===== config.mk =====
export PLATFORM = sky130hd
export DESIGN_NAME = dds_lab_top
export DESIGN_NICKNAME = d
export VERILOG_FILES = /design/src/logic/dds_lab_pkg.sv /design/src/logic/dds_lab_top.sv /design/src/logic/dds_waveform_gen.sv /design/src/logic/key_hold_tracker.sv /design/src/logic/lfsr_modulator.sv /design/src/logic/scope_sampler.sv
export SDC_FILE = /design/constraint.sdc
export NUM_CORES = 1
export LEC_CHECK = 0
export BUFFER_PORTS_ARGS = -buffer_cell sky130_fd_sc_hd__buf_4
export CAP_MARGIN = 20
export CORE_UTILIZATION = 40
export DETAILED_ROUTE_END_ITERATION = 7
export PLACE_DENSITY = 0.64
export SYNTH_ARGS = -nofsm -noshare
export SYNTH_HDL_FRONTEND = slang
export SYNTH_SLANG_ARGS = --single-unit
export TNS_END_PERCENT = 1

===== constraint.sdc =====
create_clock -name CLK_25MHZ -period 4.2 [get_ports CLK_25MHZ]
set_clock_uncertainty 0.05 [all_clocks]
set_input_delay 1.05 -clock CLK_25MHZ [delete_from_list [all_inputs] [get_ports CLK_25MHZ]]
set_output_delay 1.05 -clock CLK_25MHZ [all_outputs]
set_load 0.02 [all_outputs]

===== src/logic/sine_quarter.mem =====
// quarter sine table, one 12-bit hex word per line
// entry i = round(2047 * sin(2*pi*(i+0.5)/256)), i = 0..63
019
04B
07E
0B0
0E2
113
145
177
1A8
1D9
20A
23A
26A
29A
2C9
2F8
327
354
382
3AF
3DB
407
432
45C
486
4AF
4D7
4FF
526
54C
571
596
5B9
5DC
5FD
61E
63E
65D
67B
698
6B4
6CF
6E9
701
719
730
745
759
76D
77F
790
79F
7AE
7BB
7C8
7D3
7DC
7E5
7EC
7F3
7F7
7FB
7FE
7FF


===== src/logic/dds_lab_pkg.sv =====
package dds_lab_pkg;

   //////////////////////////////////////////////////
   // widths and rate constants
   //////////////////////////////////////////////////
   localparam int PHASE_W       = 32;           // phase accumulator word
   localparam int SAMPLE_W      = 12;           // signed wave sample
   localparam int LUT_ADDR_W    = 6;            // quarter-sine table depth 64
   localparam int WAVE_MAX      = 2047;         // full-scale amplitude
   localparam logic [PHASE_W-1:0] LOW_RATE_INC = 32'd258; // slow carrier, about 1.5 Hz
   localparam int LFSR_W        = 5;
   localparam logic [LFSR_W-1:0] LFSR_SEED = 5'b00001;
   localparam int LFSR_TICK_DIV = 2500;         // clocks per lfsr step
   localparam int SAMPLE_DIV    = 70;           // clocks per scope snapshot

   //////////////////////////////////////////////////
   // keyboard scan codes
   //////////////////////////////////////////////////
   localparam int NUM_KEYS   = 17;
   localparam int BREAK_FLAG = 7;               // event byte bit 7 marks a release

   typedef logic [6:0] key_code_t;

   // bit order follows the held-key bitmap, down arrow in bit 0
   localparam key_code_t KEY_CODES [0:NUM_KEYS-1] = '{
      7'h72,                                    // down arrow
      7'h75,                                    // up arrow
      7'h74,                                    // right arrow
      7'h6B,                                    // left arrow
      7'h29,                                    // space
      7'h3A,                                    // m
      7'h31,                                    // n
      7'h06,                                    // f2
      7'h05,                                    // f1
      7'h3E,                                    // 8
      7'h3D,                                    // 7
      7'h36,                                    // 6
      7'h2E,                                    // 5
      7'h25,                                    // 4
      7'h26,                                    // 3
      7'h1E,                                    // 2
      7'h16                                     // 1
   };

   //////////////////////////////////////////////////
   // types
   //////////////////////////////////////////////////
   typedef logic [NUM_KEYS-1:0] key_map_t;
   typedef logic signed [SAMPLE_W-1:0] sample_t;

   typedef enum logic [1:0] {
      WAVE_SIN = 2'd0,
      WAVE_COS = 2'd1,
      WAVE_SAW = 2'd2,
      WAVE_SQU = 2'd3
   } wave_sel_t;

   typedef enum logic [1:0] {
      MOD_OOK   = 2'd0,                         // on-off keying
      MOD_TONE  = 2'd1,                         // plain carrier
      MOD_BPSK  = 2'd2,                         // phase inversion
      MOD_LEVEL = 2'd3                          // bit to level
   } mod_sel_t;

   typedef struct packed {
      sample_t sine;                            // feeds the modulator
      sample_t selected;                        // wave picked by wave_sel
   } wave_stage_t;

   typedef struct packed {
      sample_t signal;
      sample_t modulated;
   } scope_sample_t;

endpackage


===== src/logic/dds_lab_top.sv =====
`timescale 1ns/10ps

module dds_lab_top (
   input  logic                             CLK_25MHZ,
   input  logic                             reset_from_key,
   input  logic [dds_lab_pkg::PHASE_W-1:0]  tone_inc,
   input  dds_lab_pkg::wave_sel_t           wave_sel,
   input  dds_lab_pkg::mod_sel_t            mod_sel,
   input  logic                             event_valid,
   input  logic [7:0]                       event_code,
   output dds_lab_pkg::scope_sample_t       sample,
   output logic                             sample_valid,
   output logic [dds_lab_pkg::LFSR_W-1:0]   lfsr_state,
   output dds_lab_pkg::key_map_t            key_map
);

   import dds_lab_pkg::*;

   wave_stage_t wave;                           // waveform stage output
   sample_t     modulated;
   sample_t     selected_dly;

   //////////////////////////////////////////////////
   // signal path
   //////////////////////////////////////////////////
   dds_waveform_gen u_wave (
      .CLK_25MHZ      (CLK_25MHZ),
      .reset_from_key (reset_from_key),
      .tone_inc       (tone_inc),
      .wave_sel       (wave_sel),
      .mod_sel        (mod_sel),
      .wave           (wave)
   );

   lfsr_modulator u_mod (
      .CLK_25MHZ      (CLK_25MHZ),
      .reset_from_key (reset_from_key),
      .mod_sel        (mod_sel),
      .wave           (wave),
      .modulated      (modulated),
      .selected_dly   (selected_dly),
      .lfsr_state     (lfsr_state)
   );

   scope_sampler u_scope (
      .CLK_25MHZ      (CLK_25MHZ),
      .reset_from_key (reset_from_key),
      .modulated      (modulated),
      .selected       (selected_dly),
      .sample         (sample),
      .sample_valid   (sample_valid)
   );

   //////////////////////////////////////////////////
   // keyboard side branch
   //////////////////////////////////////////////////
   key_hold_tracker u_keys (
      .CLK_25MHZ      (CLK_25MHZ),
      .reset_from_key (reset_from_key),
      .event_valid    (event_valid),
      .event_code     (event_code),
      .key_map        (key_map)
   );

endmodule


===== src/logic/dds_waveform_gen.sv =====
`timescale 1ns/10ps

module dds_waveform_gen (
   input  logic                              CLK_25MHZ,
   input  logic                              reset_from_key,
   input  logic [dds_lab_pkg::PHASE_W-1:0]   tone_inc,   // used only under MOD_TONE
   input  dds_lab_pkg::wave_sel_t            wave_sel,
   input  dds_lab_pkg::mod_sel_t             mod_sel,
   output dds_lab_pkg::wave_stage_t          wave
);

   import dds_lab_pkg::*;

   logic [PHASE_W-1:0]      phase;
   logic [PHASE_W-1:0]      phase_inc;
   logic [LUT_ADDR_W+1:0]   q_sin;               // top phase bits, quadrant on top
   logic [LUT_ADDR_W+1:0]   q_cos;
   sample_t                 sine_rom [0:(1<<LUT_ADDR_W)-1];
   sample_t                 sin_val;
   sample_t                 cos_val;
   sample_t                 saw_val;
   sample_t                 squ_val;
   sample_t                 sel_val;

   initial
   begin
      $readmemh("/design/src/logic/sine_quarter.mem", sine_rom);
   end

   // mirror the index in quadrants 2 and 4, negate in the lower half
   function automatic sample_t fold_sine(input logic [LUT_ADDR_W+1:0] q);
      logic [LUT_ADDR_W-1:0] idx;
      sample_t               entry;
      idx   = q[LUT_ADDR_W] ? ~q[LUT_ADDR_W-1:0] : q[LUT_ADDR_W-1:0];
      entry = sine_rom[idx];
      return q[LUT_ADDR_W+1] ? -entry : entry;
   endfunction

   //////////////////////////////////////////////////
   // phase accumulator
   //////////////////////////////////////////////////
   assign phase_inc = (mod_sel == MOD_TONE) ? tone_inc : LOW_RATE_INC;

   always_ff @(posedge CLK_25MHZ)
   begin
      if (reset_from_key)
      begin
         phase <= '0;
      end
      else
      begin
         phase <= phase + phase_inc;
      end
   end

   //////////////////////////////////////////////////
   // wave shaping
   //////////////////////////////////////////////////
   assign q_sin = phase[PHASE_W-1 -: LUT_ADDR_W+2];
   assign q_cos = q_sin + (LUT_ADDR_W+2)'(1 << LUT_ADDR_W);  // quarter turn ahead

   always_comb
   begin
      sin_val = fold_sine(q_sin);
      cos_val = fold_sine(q_cos);
      saw_val = sample_t'(phase[PHASE_W-1 -: SAMPLE_W]);    // ramp from top bits
      squ_val = phase[PHASE_W-1] ? -sample_t'(WAVE_MAX) : sample_t'(WAVE_MAX);

      case (wave_sel)
         WAVE_SIN: sel_val = sin_val;
         WAVE_COS: sel_val = cos_val;
         WAVE_SAW: sel_val = saw_val;
         WAVE_SQU: sel_val = squ_val;
      endcase
   end

   // wave register, one cycle behind the phase
   always_ff @(posedge CLK_25MHZ)
   begin
      if (reset_from_key)
      begin
         wave <= '0;
      end
      else
      begin
         wave.sine     <= sin_val;
         wave.selected <= sel_val;
      end
   end

endmodule


===== src/logic/key_hold_tracker.sv =====
`timescale 1ns/10ps

module key_hold_tracker (
   input  logic                CLK_25MHZ,
   input  logic                reset_from_key,
   input  logic                event_valid,     // one-cycle strobe per key event
   input  logic [7:0]          event_code,      // make code, bit 7 set on break
   output dds_lab_pkg::key_map_t key_map
);

   import dds_lab_pkg::*;

   key_code_t event_key;
   logic      event_break;
   key_map_t  key_hit;

   assign event_key   = event_code[6:0];
   assign event_break = event_code[BREAK_FLAG];

   // one compare per tracked key, at most one can hit
   always_comb
   begin
      for (int k = 0; k < NUM_KEYS; k++)
      begin
         key_hit[k] = (event_key == KEY_CODES[k]);
      end
   end

   always_ff @(posedge CLK_25MHZ)
   begin
      if (reset_from_key)
      begin
         key_map <= '0;
      end
      else if (event_valid)
      begin
         for (int k = 0; k < NUM_KEYS; k++)
         begin
            if (key_hit[k])
            begin
               key_map[k] <= ~event_break;  // make sets, break clears
            end
         end
      end
   end

endmodule


===== src/logic/lfsr_modulator.sv =====
`timescale 1ns/10ps

module lfsr_modulator (
   input  logic                             CLK_25MHZ,
   input  logic                             reset_from_key,
   input  dds_lab_pkg::mod_sel_t            mod_sel,
   input  dds_lab_pkg::wave_stage_t         wave,
   output dds_lab_pkg::sample_t             modulated,
   output dds_lab_pkg::sample_t             selected_dly,  // aligned with modulated
   output logic [dds_lab_pkg::LFSR_W-1:0]   lfsr_state
);

   import dds_lab_pkg::*;

   logic [$clog2(LFSR_TICK_DIV)-1:0] tick_cnt;
   logic                             tick;
   logic [LFSR_W-1:0]                lfsr;
   logic                             data_bit;
   sample_t                          mod_val;

   //////////////////////////////////////////////////
   // slow tick and random bit source
   //////////////////////////////////////////////////
   assign tick = (tick_cnt == ($clog2(LFSR_TICK_DIV))'(LFSR_TICK_DIV - 1));

   always_ff @(posedge CLK_25MHZ)
   begin
      if (reset_from_key)
      begin
         tick_cnt <= '0;
         lfsr     <= LFSR_SEED;
      end
      else if (tick)
      begin
         tick_cnt <= '0;
         lfsr     <= {lfsr[LFSR_W-2:0], lfsr[4] ^ lfsr[2]};  // taps 5,3
      end
      else
      begin
         tick_cnt <= tick_cnt + 1'b1;
      end
   end

   assign data_bit   = lfsr[0];
   assign lfsr_state = lfsr;

   //////////////////////////////////////////////////
   // modulation
   //////////////////////////////////////////////////
   always_comb
   begin
      case (mod_sel)
         MOD_OOK:   mod_val = data_bit ? wave.sine : '0;
         MOD_TONE:  mod_val = wave.sine;
         MOD_BPSK:  mod_val = data_bit ? -wave.sine : wave.sine;
         MOD_LEVEL: mod_val = data_bit ? '0 : {1'b1, {(SAMPLE_W-1){1'b0}}};  // -2048
      endcase
   end

   always_ff @(posedge CLK_25MHZ)
   begin
      if (reset_from_key)
      begin
         modulated    <= '0;
         selected_dly <= '0;
      end
      else
      begin
         modulated    <= mod_val;
         selected_dly <= wave.selected;  // matches modulator latency
      end
   end

endmodule


===== src/logic/scope_sampler.sv =====
`timescale 1ns/10ps

module scope_sampler (
   input  logic                        CLK_25MHZ,
   input  logic                        reset_from_key,
   input  dds_lab_pkg::sample_t        modulated,
   input  dds_lab_pkg::sample_t        selected,
   output dds_lab_pkg::scope_sample_t  sample,
   output logic                        sample_valid    // high one cycle per snapshot
);

   import dds_lab_pkg::*;

   logic [$clog2(SAMPLE_DIV)-1:0] div_cnt;
   logic                          wrap;

   assign wrap = (div_cnt == ($clog2(SAMPLE_DIV))'(SAMPLE_DIV - 1));

   // snapshot both channels on the divider wrap
   always_ff @(posedge CLK_25MHZ)
   begin
      if (reset_from_key)
      begin
         div_cnt      <= '0;
         sample       <= '0;
         sample_valid <= 1'b0;
      end
      else
      begin
         sample_valid <= wrap;
         if (wrap)
         begin
            div_cnt          <= '0;
            sample.signal    <= selected;
            sample.modulated <= modulated;
         end
         else
         begin
            div_cnt <= div_cnt + 1'b1;
         end
      end
   end

endmodule


==> metrics.txt <==
outcome finished clean; Die ar. 15330 µm²; Max VDD drop 184.4 µV; ANT cells 0; flops & latches, synth 112; WHS Path Cells 1; max cap viols 0; die width 123.8 µm; Critical Path End Type register; CTS sink count 112; first-pass GRT wire length 21840 µm; Synth area leader dfxtp_1; final max-slew violation count 0; htree depth 3; top cell type's share of synthesized area 0.3777; Ports 94; startpoint class of the critical path input port; Post-route DRC 0; fin cells 954; Vias/cell 5.220; Place WS 0.2319 ns; Cell Chain, Critical Path buf_4 > nor2b_2 > and2_1 > ha_1 > inv_1 > fa_1 > and2b_1 > o2111ai_1 > a211o_1 > a2111oi_4 > nor2_2 > o41ai_2; CP top delay family compound AO/OA/AOI/OAI gates; Worst EP required 4.42 ns; Syn-to-layout area delta 17.58%; Async SR Flop Fraction 0; antenna-violating nets left 0; Worst-path clk slew 0.08 ns; Stages on worst setup path 12; final wirelength 13420 µm; routing usage on met1 0.2249; critical path class in2reg; CTS Buffer Depth 2; NumNets Final 847; Resize count post-CTS 0; Final Core Density 0.4803; Hold Buf Count CTS 0; Fin. Hold Viols 0; PwrDens 361.6 nW/µm²; fin worst setup slack 0.6232 ns; pin count of the biggest net entering global routing 64; Hold Slack 0.3935 ns; GRT Overall Usage 0.1818; top area cells in the synthesized netlist dfxtp_1, ha_1, nor2_1; Die H 123.8 µm; input/output buffers 82; vias in the first global route 4769; fin crit period 3.577 ns; drt wl/cell 14.06 µm; slew at the pin with the worst max-slew slack 0.6973 ns; Worst Hold Class reg2reg; Synth Area per Inst 8.481 µm²; Post-CTS Setup Inserts 0; Site Rows 44; f_max 279.6 MHz; Global Route met3 Usage 0.03297; Post-Syn Area 5937 µm²; initial antenna violation count 0; Final Cycle Share 0.8516; EDFF count, synth 0; P_leak 2.907 nW; count leader, synth dfxtp_1; M2 GR Usage 0.3156; CTS root buf clkbuf_16; RSZ-0062 raised after global routing false; cells after synthesis 700; Iter 0 DRT Violations 187; Pwr Total 2.524 mW; Post-Place Cells 938; placer congestion estimate 0.9018; share of cells above drive strength 1 0.1623; total CTS buffers 9; gr busiest metal met2; final instance area 6980 µm²; core area 14530 µm²; Clk Latency, worst-skew pair 0.36 ns; Commonest cells post-synth dfxtp_1, nor2_1, a21oi_1, nand2_1, ha_1; final setup vio count 0; synth unique cells 64; DR vias 4980; sequential element share of the synthesized area 0.3777; initial core utilization 0.4085; Worst Path Max Fanout 5; final setup TNS 0 ns; Reg2Reg Depth 9; grt ovf 0; top_reg_cell synth dfxtp_1; Syn. warnings 0; Initial DRT Pass Iterations 4; CP Buf/Inv Count 2; max incr delay on CP 0.48 ns; slowest cell on the critical path a2111oi_4; area post-placement 6656 µm²; CTS tree done; Worst EP arrival 3.80 ns; relative slew slack 0.5302; HPWL after DPL 10200 µm
layer usage:
metal  up-vias  routed length (µm)
met5         -                   0
met4         0                 201
met3        16                 538
met2       100                6467
met1      2296                6210
li1       2568                   -
final timing paths:
check                                  start                                to  slack (ns)
setup / recovery                  mod_sel[1]       u_wave.phase[30]$_SDFF_PP0_        0.62
hold reg to reg    u_wave.wave[8]$_SDFF_PP0_  u_mod.selected_dly[8]$_SDFF_PP0_        0.39
setup reg to reg  u_wave.phase[0]$_SDFF_PP0_       u_wave.phase[30]$_SDFF_PP0_        1.45
hold / removal     u_wave.wave[8]$_SDFF_PP0_  u_mod.selected_dly[8]$_SDFF_PP0_        0.39
state kept, by name (all words and copies together), names as in the netlist:
name / flops
u_wave.wave: 12
u_keys.key_map: 17
u_mod.selected_dly: 12
u_scope.div_cnt: 7
u_scope.sample: 13
u_mod.tick_cnt: 12
u_scope.sample_valid: 1
u_wave.phase: 32
u_mod.modulated: 1
u_mod.lfsr_state: 5
placed cells by master (no fill, tap or decap), types with 10 or more instances in the layout:
| cell type | n |
|---|---|
| dfxtp_1 | 112 |
| buf_4 | 90 |
| nor2_1 | 86 |
| a21oi_1 | 53 |
| nand2_1 | 45 |
| ha_1 | 34 |
| and2_1 | 29 |
| nor3_1 | 27 |
| mux2i_1 | 26 |
| o21ai_0 | 24 |
| nor2b_1 | 19 |
| nand2b_1 | 16 |
| nand3_1 | 15 |
| xnor2_1 | 14 |
| xor2_1 | 13 |
| inv_1 | 13 |
| nand4_1 | 11 |
| conb_1 | 11 |
| a211oi_1 | 10 |
area by class of cell:
cell class / instances / area [µm²]
inverters: 13 / 48.80
clock inverters: 7 / 98.84
repair buffers: 90 / 675.6
fillers: 1404 / 7553
clock buffers: 9 / 225.2
well taps: 184 / 230.2
flip-flops and latches: 112 / 2242
multi-input cells: 539 / 3460
logic make-up (layout without fill, tap and decap cells):
| kind of cell | count (synthesis) | in the layout | synth area share |
|---|---|---|---|
| AOI/OAI and AO/OA | 142 | 142 | 0.1570 |
| DFF | 112 | 112 | 0.3777 |
| other | 1 | 11 | 0.0006316 |
| xor gates and xnor gates | 27 | 27 | 0.03983 |
| and+or+nand+nor | 294 | 294 | 0.2512 |
| muxes | 30 | 30 | 0.05142 |
| buffers and inverters | 59 | 119 | 0.04721 |
| adders and majority gates | 35 | 35 | 0.07503 |
power by group:
part,internal [mW],total (mW),switching (mW)
logic,0.190,0.448,0.259
registers,1.13,1.17,0.0326
clock network,0.481,0.910,0.430
Note: power is estimated with default switching activity, not from simulation.
